`config.mk`:
```
export PLATFORM = sky130hd
export DESIGN_NAME = fpn_normalizer
export DESIGN_NICKNAME = d
export VERILOG_FILES = /design/src/fpn_pkg.sv /design/src/fpn_if.sv /design/src/fpn_shifter.sv /design/src/fpn_exp_tracker.sv /design/src/fpn_ctrl.sv /design/src/fpn_normalizer.sv
export VERILOG_INCLUDE_DIRS = /design/src
export SDC_FILE = /design/constraint.sdc
export NUM_CORES = 1
export LEC_CHECK = 0
export ABC_AREA = 1
export BUFFER_PORTS_ARGS = -buffer_cell sky130_fd_sc_hd__buf_2
export CORE_UTILIZATION = 50
export CTS_CLUSTER_SIZE = 24
export DETAILED_ROUTE_END_ITERATION = 10
export PLACE_DENSITY_LB_ADDON = 0.1
export SLEW_MARGIN = 20
export SYNTH_ARGS = -nofsm -noshare
export SYNTH_HDL_FRONTEND = slang
export SYNTH_SLANG_ARGS = --single-unit
```
`constraint.sdc`:
```
create_clock -name clk_i -period 2.3 [get_ports clk_i]
set_clock_uncertainty 0.05 [all_clocks]
set_input_delay 0.23 -clock clk_i [delete_from_list [all_inputs] [get_ports clk_i]]
set_output_delay 0.23 -clock clk_i [all_outputs]
set_load 0.005 [all_outputs]
```
`src/fpn_consts.svh`:
```
/*
 * widths of the normalizer datapath
 * rounding-mode codes
 * canonical binary32 result words
 */
`ifndef FPN_CONSTS_SVH
`define FPN_CONSTS_SVH

// ----------------------------------------------------------------------
// widths
`define FPN_EXP_W     9   // extended exponent incl. wrap bit
`define FPN_MAN_W     23  // stored fraction
`define FPN_EXT_MAN_W 48  // product-wide mantissa from arithmetic stage
`define FPN_INT_W     32  // integer input and upper shift register

// ----------------------------------------------------------------------
// rounding modes, riscv frm encoding
`define FPN_RM_RNE 3'd0  // nearest, ties to even
`define FPN_RM_RTZ 3'd1  // toward zero
`define FPN_RM_RDN 3'd2  // toward -inf
`define FPN_RM_RUP 3'd3  // toward +inf
`define FPN_RM_RMM 3'd4  // nearest, ties to max magnitude

// canonical results
`define FPN_QNAN     32'h7fc0_0000
`define FPN_POS_INF  32'h7f80_0000
`define FPN_POS_ZERO 32'h0000_0000

`endif

```
`src/fpn_pkg.sv`:
```
/*
 * control engine state encoding
 * class and exception flag bit positions
 * vector types shared by the normalizer blocks
 */
`include "fpn_consts.svh"

package fpn_pkg;

    typedef enum logic [3:0] {
        st_idle,
        st_prep_i2f,    // load integer
        st_check_i2f,   // zero integer test
        st_prep_norm,   // load aligned mantissa
        st_prep_shift,  // pick shift direction
        st_norm_busy,   // shifting
        st_round,
        st_check,       // range check
        st_finalize
    } fpn_state_e;

    typedef enum logic [3:0] {
        cls_neg_inf, cls_neg_normal, cls_neg_denorm, cls_neg_zero,
        cls_pos_zero, cls_pos_denorm, cls_pos_normal, cls_pos_inf,
        cls_snan, cls_qnan
    } fpn_class_idx_e;

    typedef enum logic [2:0] {
        flg_nx,  // inexact
        flg_uf,  // underflow
        flg_of,  // overflow
        flg_dz,  // divide by zero passed through
        flg_nv   // invalid
    } fpn_flag_idx_e;

    typedef logic [9:0]                fpn_class_t;  // one-hot
    typedef logic [4:0]                fpn_flags_t;
    typedef logic [2:0]                fpn_rmode_t;
    typedef logic [`FPN_EXP_W-1:0]     fpn_exp_t;
    typedef logic [`FPN_INT_W-1:0]     fpn_word_t;

endpackage

```
`src/fpn_if.sv`:
```
/*
 * fpn_shift_if  commands to and status from the mantissa shifter
 * fpn_exp_if    exponent counter load, step and wrap status
 */
`timescale 1ns/10ps
`include "fpn_consts.svh"

// ----------------------------------------------------------------------
interface fpn_shift_if;
    logic                  load_i2f;    // integer into upper register
    logic                  load_norm;   // aligned mantissa into registers
    logic                  set_dir;     // latch zero status as direction
    logic                  shift_en;    // one shift step
    logic                  round_load;  // write back rounded mantissa
    logic                  res_sgn;     // sign for directed rounding
    logic                  norm_done;   // upper == 1
    logic                  zero;        // upper == 0
    logic                  dir;         // 1 = shift left
    logic [`FPN_MAN_W-1:0] frac;        // lower register
    logic                  round_en;    // increment taken on round_load

    modport ctrl (
        output load_i2f, load_norm, set_dir, shift_en, round_load, res_sgn,
        input  norm_done, zero, dir, frac, round_en
    );
    modport dp (
        input  load_i2f, load_norm, set_dir, shift_en, round_load, res_sgn,
        output norm_done, zero, dir, frac, round_en
    );
endinterface

// ----------------------------------------------------------------------
interface fpn_exp_if;
    import fpn_pkg::*;

    logic     load;      // start of operation
    fpn_exp_t load_val;
    logic     step_en;   // follows shifter shift_en
    logic     step_dn;   // follows shifter dir, left shift counts down
    fpn_exp_t cnt;
    logic     ovf;       // sticky until next load
    logic     unf;

    modport ctrl (output load, load_val, input cnt, ovf, unf);
    modport trk  (input load, load_val, step_en, step_dn, output cnt, ovf, unf);
endinterface

```
`src/fpn_shifter.sv`:
```
/*
 * mantissa shift register with guard, round and sticky bits
 * rounding decision per mode and 25-bit incrementer
 */
`timescale 1ns/10ps
`include "fpn_consts.svh"

module fpn_shifter (
    input  logic                      clk_i,
    input  logic                      rstn_i,
    input  logic                      fused_i,     // fused op, one more integer bit
    input  logic [`FPN_EXT_MAN_W-1:0] mantissa_i,
    input  fpn_pkg::fpn_word_t        integer_i,
    input  fpn_pkg::fpn_rmode_t       rmode_i,
    fpn_shift_if.dp                   sh
);
    logic [`FPN_INT_W-1:0]     upper_q;  // integer part, hidden one at bit 0
    logic [`FPN_MAN_W-1:0]     lower_q;  // fraction
    logic                      g_q;
    logic                      r_q;
    logic                      s_q;
    logic                      dir_q;
    logic [`FPN_EXT_MAN_W:0]   aligned;  // mantissa with binary point fixed
    logic                      rnd_en;
    logic                      lost;     // any bit below the fraction
    logic [`FPN_MAN_W+1:0]     rnd_sum;  // carry, hidden one, fraction

    // fused products carry one extra integer bit
    assign aligned = fused_i ? {mantissa_i, 1'b0} : {1'b0, mantissa_i};

    // ------------------------------------------------------------------
    // datapath registers
    always_ff @(posedge clk_i) begin
        if (sh.load_i2f) begin
            upper_q <= integer_i;
            lower_q <= '0;
            g_q     <= 1'b0;
            r_q     <= 1'b0;
            s_q     <= 1'b0;
        end else if (sh.load_norm) begin
            upper_q <= {29'd0, aligned[48:46]};
            lower_q <= aligned[45:23];
            g_q     <= aligned[22];
            r_q     <= aligned[21];
            s_q     <= |aligned[20:0];         // fold the rest into sticky
        end else if (sh.round_load) begin
            upper_q <= {30'd0, rnd_sum[24:23]}; // carry may need one more shift
            lower_q <= rnd_sum[22:0];
            g_q     <= 1'b0;
            r_q     <= 1'b0;
            s_q     <= 1'b0;
        end else if (sh.shift_en) begin
            if (dir_q) begin                   // left
                upper_q <= {upper_q[30:0], lower_q[22]};
                lower_q <= {lower_q[21:0], g_q};
                g_q     <= r_q;
                r_q     <= s_q;                // sticky replicated
            end else begin                     // right
                upper_q <= {1'b0, upper_q[31:1]};
                lower_q <= {upper_q[0], lower_q[22:1]};
                g_q     <= lower_q[0];
                r_q     <= g_q;
                s_q     <= r_q | s_q;          // sticky accumulates
            end
        end
    end

    always_ff @(posedge clk_i or negedge rstn_i) begin
        if (!rstn_i) begin
            dir_q <= 1'b0;
        end else if (sh.load_i2f) begin
            dir_q <= 1'b0;                     // integers only go right
        end else if (sh.set_dir) begin
            dir_q <= sh.zero;                  // below 1.0 means left
        end
    end

    // ------------------------------------------------------------------
    // rounding decision
    assign lost = g_q | r_q | s_q;

    always_comb begin
        case (rmode_i)
            `FPN_RM_RNE: rnd_en = g_q & (r_q | s_q | lower_q[0]); // tie goes to even lsb
            `FPN_RM_RTZ: rnd_en = 1'b0;                           // truncate
            `FPN_RM_RDN: rnd_en = sh.res_sgn & lost;
            `FPN_RM_RUP: rnd_en = ~sh.res_sgn & lost;
            `FPN_RM_RMM: rnd_en = g_q;
            default:     rnd_en = 1'b0;
        endcase
    end

    assign rnd_sum = {1'b0, upper_q[0], lower_q} + {24'd0, rnd_en};

    assign sh.norm_done = (upper_q == 32'd1);
    assign sh.zero      = (upper_q == '0);
    assign sh.dir       = dir_q;
    assign sh.frac      = lower_q;
    assign sh.round_en  = sh.round_load & rnd_en;

endmodule

```
`src/fpn_exp_tracker.sv`:
```
/*
 * 9-bit exponent counter following the mantissa shifts
 * sticky overflow and underflow from counter wrap-around
 */
`timescale 1ns/10ps

module fpn_exp_tracker (
    input  logic    clk_i,
    input  logic    rstn_i,
    fpn_exp_if.trk  ex
);
    import fpn_pkg::*;

    fpn_exp_t prev_q;  // count one cycle back

    always_ff @(posedge clk_i or negedge rstn_i) begin
        if (!rstn_i) begin
            ex.cnt <= '0;
            prev_q <= '0;
            ex.ovf <= 1'b0;
            ex.unf <= 1'b0;
        end else if (ex.load) begin
            ex.cnt <= ex.load_val;
            prev_q <= ex.load_val;           // no false wrap on reload
            ex.ovf <= 1'b0;
            ex.unf <= 1'b0;
        end else begin
            prev_q <= ex.cnt;
            if (ex.step_en) begin
                if (ex.step_dn) begin
                    ex.cnt <= ex.cnt - 1'b1; // left shift
                end else begin
                    ex.cnt <= ex.cnt + 1'b1; // right shift
                end
            end
            // 0x0ff -> 0x100 going up
            if ((prev_q[8:7] == 2'b01) && (ex.cnt[8:7] == 2'b10)) begin
                ex.ovf <= 1'b1;
            end
            // 0x000 -> 0x1ff going down
            if ((prev_q[8:7] == 2'b00) && (ex.cnt[8:7] == 2'b11)) begin
                ex.unf <= 1'b1;
            end
        end
    end

endmodule

```
`src/fpn_ctrl.sv`:
```
/*
 * control engine FSM of the normalizer
 * special-case bypass, range check, result packing, flags
 */
`timescale 1ns/10ps
`include "fpn_consts.svh"

module fpn_ctrl (
    input  logic                clk_i,
    input  logic                rstn_i,
    input  logic                start_i,
    input  logic                funct_i,     // 1 = int-to-float
    input  logic                sign_i,
    input  fpn_pkg::fpn_exp_t   exponent_i,
    input  fpn_pkg::fpn_class_t class_i,
    input  fpn_pkg::fpn_flags_t flags_i,
    fpn_shift_if.ctrl           sh,
    fpn_exp_if.ctrl             ex,
    output fpn_pkg::fpn_word_t  result_o,
    output fpn_pkg::fpn_flags_t flags_o,
    output logic                done_o
);
    import fpn_pkg::*;

    fpn_state_e state_q;
    logic       norm_r_q;   // second normalization pass
    logic       rounded_q;  // increment happened
    logic       sgn_q;
    fpn_class_t class_q;
    fpn_flags_t flags_q;    // working flags
    logic       bypass;     // skip normalization
    logic       shift_stop;
    fpn_word_t  res_word;
    fpn_flags_t fin_flags;

    assign bypass = class_q[cls_snan]       | class_q[cls_qnan]
                  | class_q[cls_neg_zero]   | class_q[cls_pos_zero]
                  | class_q[cls_neg_denorm] | class_q[cls_pos_denorm]
                  | class_q[cls_neg_inf]    | class_q[cls_pos_inf]
                  | flags_q[flg_uf] | flags_q[flg_of] | flags_q[flg_nv];

    assign shift_stop = sh.norm_done | ex.ovf | ex.unf;

    // ------------------------------------------------------------------
    // commands at most one per cycle
    assign sh.load_i2f   = (state_q == st_prep_i2f);
    assign sh.load_norm  = (state_q == st_prep_norm);
    assign sh.set_dir    = (state_q == st_prep_shift);
    assign sh.shift_en   = (state_q == st_norm_busy) && !shift_stop;
    assign sh.round_load = (state_q == st_round);
    assign sh.res_sgn    = sgn_q;
    assign ex.load       = (state_q == st_idle) && start_i;
    // integer operands carry their binary point after bit 31
    assign ex.load_val   = funct_i ? exponent_i - fpn_exp_t'(`FPN_INT_W - 1) : exponent_i;

    // result priority in falling order
    always_comb begin
        if (class_q[cls_snan] || class_q[cls_qnan]) begin
            res_word = `FPN_QNAN;
        end else if (class_q[cls_neg_inf] || class_q[cls_pos_inf] || flags_q[flg_of]) begin
            res_word = `FPN_POS_INF | {sgn_q, 31'd0};
        end else if (class_q[cls_neg_zero] || class_q[cls_pos_zero]) begin
            res_word = `FPN_POS_ZERO | {class_q[cls_neg_zero], 31'd0};
        end else if (flags_q[flg_uf] || sh.zero ||
                     class_q[cls_neg_denorm] || class_q[cls_pos_denorm]) begin
            res_word = `FPN_POS_ZERO | {sgn_q, 31'd0};  // flush to zero
        end else begin
            res_word = {sgn_q, ex.cnt[7:0], sh.frac};
        end
        fin_flags         = flags_q;
        fin_flags[flg_nv] = flags_q[flg_nv] | class_q[cls_snan];
        fin_flags[flg_nx] = flags_q[flg_nx] | rounded_q;
    end

    // ------------------------------------------------------------------
    // state machine
    always_ff @(posedge clk_i or negedge rstn_i) begin
        if (!rstn_i) begin
            state_q   <= st_idle;
            norm_r_q  <= 1'b0;
            rounded_q <= 1'b0;
            sgn_q     <= 1'b0;
            class_q   <= '0;
            flags_q   <= '0;
            result_o  <= '0;
            flags_o   <= '0;
            done_o    <= 1'b0;
        end else begin
            done_o <= 1'b0;
            case (state_q)
                st_idle: begin
                    if (start_i) begin
                        norm_r_q  <= 1'b0;
                        rounded_q <= 1'b0;
                        sgn_q     <= sign_i;
                        class_q   <= class_i;
                        flags_q   <= flags_i;
                        state_q   <= funct_i ? st_prep_i2f : st_prep_norm;
                    end
                end
                st_prep_i2f: state_q <= st_check_i2f;
                st_check_i2f: begin
                    if (sh.zero) begin
                        class_q[cls_pos_zero] <= 1'b1;  // integer 0 gives +0
                        state_q               <= st_finalize;
                    end else begin
                        state_q <= st_norm_busy;
                    end
                end
                st_prep_norm: state_q <= bypass ? st_finalize : st_prep_shift;
                st_prep_shift: state_q <= st_norm_busy;
                st_norm_busy: begin
                    if (shift_stop) begin
                        norm_r_q <= 1'b1;
                        state_q  <= norm_r_q ? st_check : st_round;
                    end
                end
                st_round: begin
                    rounded_q <= rounded_q | sh.round_en;
                    state_q   <= st_prep_shift;          // renormalize once
                end
                st_check: begin
                    if (ex.unf) begin
                        flags_q[flg_uf] <= 1'b1;
                    end else if (ex.ovf) begin
                        flags_q[flg_of] <= 1'b1;
                    end else if (ex.cnt[7:0] == 8'h00) begin
                        flags_q[flg_uf] <= 1'b1;           // subnormal range
                    end else if (ex.cnt[7:0] == 8'hff) begin
                        flags_q[flg_of] <= 1'b1;
                    end
                    state_q <= st_finalize;
                end
                st_finalize: begin
                    result_o <= res_word;
                    flags_o  <= fin_flags;
                    done_o   <= 1'b1;
                    state_q  <= st_idle;
                end
                default: state_q <= st_idle;
            endcase
        end
    end

endmodule

```
`src/fpn_normalizer.sv`:
```
/*
 * normalizer and rounding stage top level
 * control engine, mantissa shifter and exponent tracker
 */
`timescale 1ns/10ps
`include "fpn_consts.svh"

module fpn_normalizer (
    input  logic                      clk_i,
    input  logic                      rstn_i,
    input  logic                      start_i,
    input  fpn_pkg::fpn_rmode_t       rmode_i,
    input  logic                      funct_i,     // 0 norm and round, 1 int-to-float
    input  logic                      fused_i,
    input  logic                      sign_i,
    input  fpn_pkg::fpn_exp_t         exponent_i,
    input  logic [`FPN_EXT_MAN_W-1:0] mantissa_i,
    input  fpn_pkg::fpn_word_t        integer_i,
    input  fpn_pkg::fpn_class_t       class_i,
    input  fpn_pkg::fpn_flags_t       flags_i,
    output fpn_pkg::fpn_word_t        result_o,
    output fpn_pkg::fpn_flags_t       flags_o,
    output logic                      done_o
);
    fpn_shift_if u_sh_if ();
    fpn_exp_if   u_ex_if ();

    // exponent steps track the mantissa shifts
    assign u_ex_if.step_en = u_sh_if.shift_en;
    assign u_ex_if.step_dn = u_sh_if.dir;

    fpn_ctrl u_ctrl (
        .clk_i      (clk_i),
        .rstn_i     (rstn_i),
        .start_i    (start_i),
        .funct_i    (funct_i),
        .sign_i     (sign_i),
        .exponent_i (exponent_i),
        .class_i    (class_i),
        .flags_i    (flags_i),
        .sh         (u_sh_if),
        .ex         (u_ex_if),
        .result_o   (result_o),
        .flags_o    (flags_o),
        .done_o     (done_o)
    );

    fpn_shifter u_shifter (
        .clk_i      (clk_i),
        .rstn_i     (rstn_i),
        .fused_i    (fused_i),
        .mantissa_i (mantissa_i),
        .integer_i  (integer_i),
        .rmode_i    (rmode_i),
        .sh         (u_sh_if)
    );

    fpn_exp_tracker u_exp_tracker (
        .clk_i  (clk_i),
        .rstn_i (rstn_i),
        .ex     (u_ex_if)
    );

endmodule

```
==> results.sh <==
export IMPL_status="complete, but fails checks"
export IMPL_violations="setup timing"
export IMPL_p_per_area_nw_per_um2=1260
export IMPL_grt_use_total_pct=27.8
export IMPL_ant_nets=0
export IMPL_postLayoutSetupSlackWorst_ns=-0.00692
export IMPL_crit_top_cell="nand3_1"
export IMPL_worstPathArrival_ns=2.44
export IMPL_cts_buffers=17
export IMPL_numPlacedInstances=1507
export IMPL_die_w_um=130
export IMPL_dr_pass1_iters=5
export IMPL_grt_pass1_vias=7318
export IMPL_syn_nets=1287
export IMPL_viasPerCell=5.35
export IMPL_stdcell_area_um2=10200
export IMPL_area_growth_pct=23.9
export IMPL_leakage_nw=4.86
export IMPL_layout_commonest_cell="nand2_1"
export IMPL_final_cell_mix="nand2_1, buf_2, nor2_1"
export IMPL_worstPathMaxFanout=3
export IMPL_min_period_over_period_pct=100
export IMPL_cpPeakStageDelay_ns=0.31
export IMPL_cp_data_required_time_ns=2.43
export IMPL_syn_avg_cell_area_um2=7.09
export IMPL_placed_area_um2=9280
export IMPL_hpwl_um=15900
export IMPL_pwr_share_clk_pct=20.6
export IMPL_grt_start_max_net_pins=84
export IMPL_stdcell_count=1555
export IMPL_yosysSeqAreaShare_pct=39.8
export IMPL_cp_startpoint="u_shifter.s_q"
export IMPL_core_area_um2=16000
export IMPL_initial_core_util_pct=51.5
export IMPL_h_tree_depth=4
export IMPL_period_needed_ns=2.31
export IMPL_worstMarginPinSlew_ns=0.528
export IMPL_sw_frac_of_total_pct=43.2
export IMPL_fmax_mhz=433
export IMPL_slew_headroom_pct=64.8
export IMPL_pwr_share_seq_pct=33.3
export IMPL_cts_sinks=130
export IMPL_hp_start="integer_i[25]"
export IMPL_antenna_found_initial=0
export IMPL_vdd_ir_drop_max_mv=0.692
export IMPL_path_cells="or2_4, buf_6, o2111ai_4, o41ai_4, ha_2, nand3_1, inv_2, nand2_2, inv_1, nand3_1, a21oi_1, o21ai_0, nand2_1"
export IMPL_synth_largest_area_cell="dfrtp_1"
export IMPL_cp_start_kind="flop"
export IMPL_drive_gt1_share_pct=22.4
export IMPL_die_area_um2=17000
export IMPL_multi_input_area_um2=4420
export IMPL_synth_distinct_cells=48
export IMPL_insertedDiodeCount=0
export IMPL_cap_violations=0
export IMPL_ys_seq_elements=130
export IMPL_finalSetupViolCount=1
export IMPL_critPathTopFamily="simple AND/OR/NAND/NOR gates"
export IMPL_path_clk_slew_ns=0.06
export IMPL_post_route_util_pct=63.8
export IMPL_yosysWarnings=0
export IMPL_fin_nets=1450
export IMPL_cts_tree="yes"
export IMPL_cts_root_buffer="clkbuf_16"
export IMPL_register_area_um2=3290
export IMPL_r2r_start="u_shifter.s_q"
export IMPL_wl_per_cell_um=14.8
export IMPL_insertion_delay_ns=0.43
export IMPL_synth_top_area_share_pct=21.8
export IMPL_maxSlewViolCount=0
export IMPL_intPower_mw=7.30
export IMPL_drc=0
export IMPL_ys_top_cells_by_area="dfrtp_1, nand2_1, edfxtp_1, dfxtp_1, nor2_1"
export IMPL_endpoint_kind="flop"
export IMPL_overflow=0
export IMPL_finalWirelength_um=23000
export IMPL_drtIter0Drc=653
export IMPL_path_class="flop to flop"
export IMPL_cts_buffer_depth=2
export IMPL_critical_path_slowest_cell="dfxtp_2"
export IMPL_die_h_um=130
export IMPL_io_buffers=148
export IMPL_rows=46
export IMPL_comb_power_share_pct=46.1
export IMPL_final_fill_count=1486
export IMPL_syn_cell_area_um2=8250
export IMPL_hold_class="input port to flop"
export IMPL_postSynthCellCount=1163
export IMPL_vias=8321
export IMPL_ys_flop_type="dfrtp_1"
export IMPL_worst_path_buf_inv=3
export IMPL_setup_tns_ns=-0.00692
export IMPL_gp_congestion=0.889
export IMPL_grt_pass1_wl_um=36200
export IMPL_ys_async_sr_fraction_pct=55.4
export IMPL_synth_edf_count=32
export IMPL_p_sw_mw=5.55
export IMPL_io_pins=151
export IMPL_rsz0062_at_grt="yes"
export IMPL_final_hold_viol_count=0
-- logic make-up after synthesis --
family / after synthesis / share of synthesized area [%]
adder cells (fa/ha/maj): 11 / 1.76
multiplexers: 2 / 0.243
AND/OR/NAND/NOR: 622 / 32.0
buffers and inverters: 169 / 8.83
XOR/XNOR: 6 / 0.637
AO/OA/AOI/OAI: 223 / 16.7
flip-flops: 130 / 39.8
-- worst paths after layout --
path	slack, ns	cells after the start	to
worst max-delay path	-0.007	13	u_shifter.upper_q[0]
worst min-delay path	0.02	3	u_shifter.upper_q[25]
worst max register to register	-0.007	13	u_shifter.upper_q[0]
worst min register to register	0.42	2	u_shifter.sh.frac[3]
max in group asynchronous	1.30	3	u_ctrl.result_o[14]
min in group asynchronous	0.26	2	u_ctrl.result_o[30]
-- layer usage --
layer  part of all wire [%]  routed length (um)  vias up  global-route usage (%)
met1                     48               11000     3822                    39.9
met2                     44               10200      302                    43.1
li1                       -                   -     4179                       -
met4                    1.0                 229        0                    7.57
met3                    6.8                1570       18                    4.85
met5                      0                   0        -                       0
-- area by class of cell --
cell class,instances,share of cell area [%]
multi-input cells,864,43.3
flip-flops and latches,130,32.2
repair buffers,198,11.9
clock buffers,23,5.11
clock inverters,9,0.637
well taps,216,2.65
inverters,115,4.29
-- stage by stage --
stage / worst slack (ns) / power, mW / hold slack (ns)
finish: -0.00692 / 12.8 / 0.0193
global route: -0.165 / 13.9 / 0.0295
floorplan: 0.0560 / 8.38 / -0.116
CTS: 0.00415 / 12.7 / 0.0119
global placement: -0.105 / 9.90 / 0.171
detailed placement: -0.174 / 10.0 / 0.182
-- power groups by stage --
stage | clock network, mW | logic (mW) | registers (mW)
after floorplan | 0 | 4.28 | 4.10
after global placement | 0 | 5.65 | 4.25
after detailed placement | 0 | 5.73 | 4.27
after CTS | 2.68 | 5.80 | 4.24
after global routing | 2.78 | 6.74 | 4.37
final | 2.65 | 5.92 | 4.28
-- state kept, by name, indices dropped and copies added (netlist names), 2 cells and up --
register and count:
u_ctrl.result_o 32, u_shifter.upper_q 32, u_ctrl.flags_o 5, u_ctrl.flags_q 5
u_shifter.sh.frac 23, u_exp_tracker.prev_q 2, u_ctrl.state_q 4, u_ctrl.class_q 8
u_exp_tracker.ex.cnt 9
-- worst min-delay path: stages --
cell and delay [ns]:
buf_2 0.07, nand2_1 0.04, o41ai_1 0.05
-- what timing repair did --
item	in CTS	in global routing
hold buffers	14	0
buffers inserted	0	2
endpoints found under the hold margin	33	0
resized for setup	8	48
endpoints found under the setup margin	12	19
pin swaps	3	21
-- cell usage after synthesis, drive strengths merged (3+ instances only) --
cell type    n
nor4         3
o211ai      12
nor2       128
nand3       76
ha          10
clkbuf      22
a22oi        4
dfxtp       26
a211oi       5
o31ai       17
o21ai      100
a21oi       49
dfrtp       72
a31oi       14
buf         32
o41ai       13
nand2      379
inv        114
xor2         5
edfxtp      32
or2          4
nor3        18
nand4       13
Note: power is estimated with default switching activity, not from simulation.
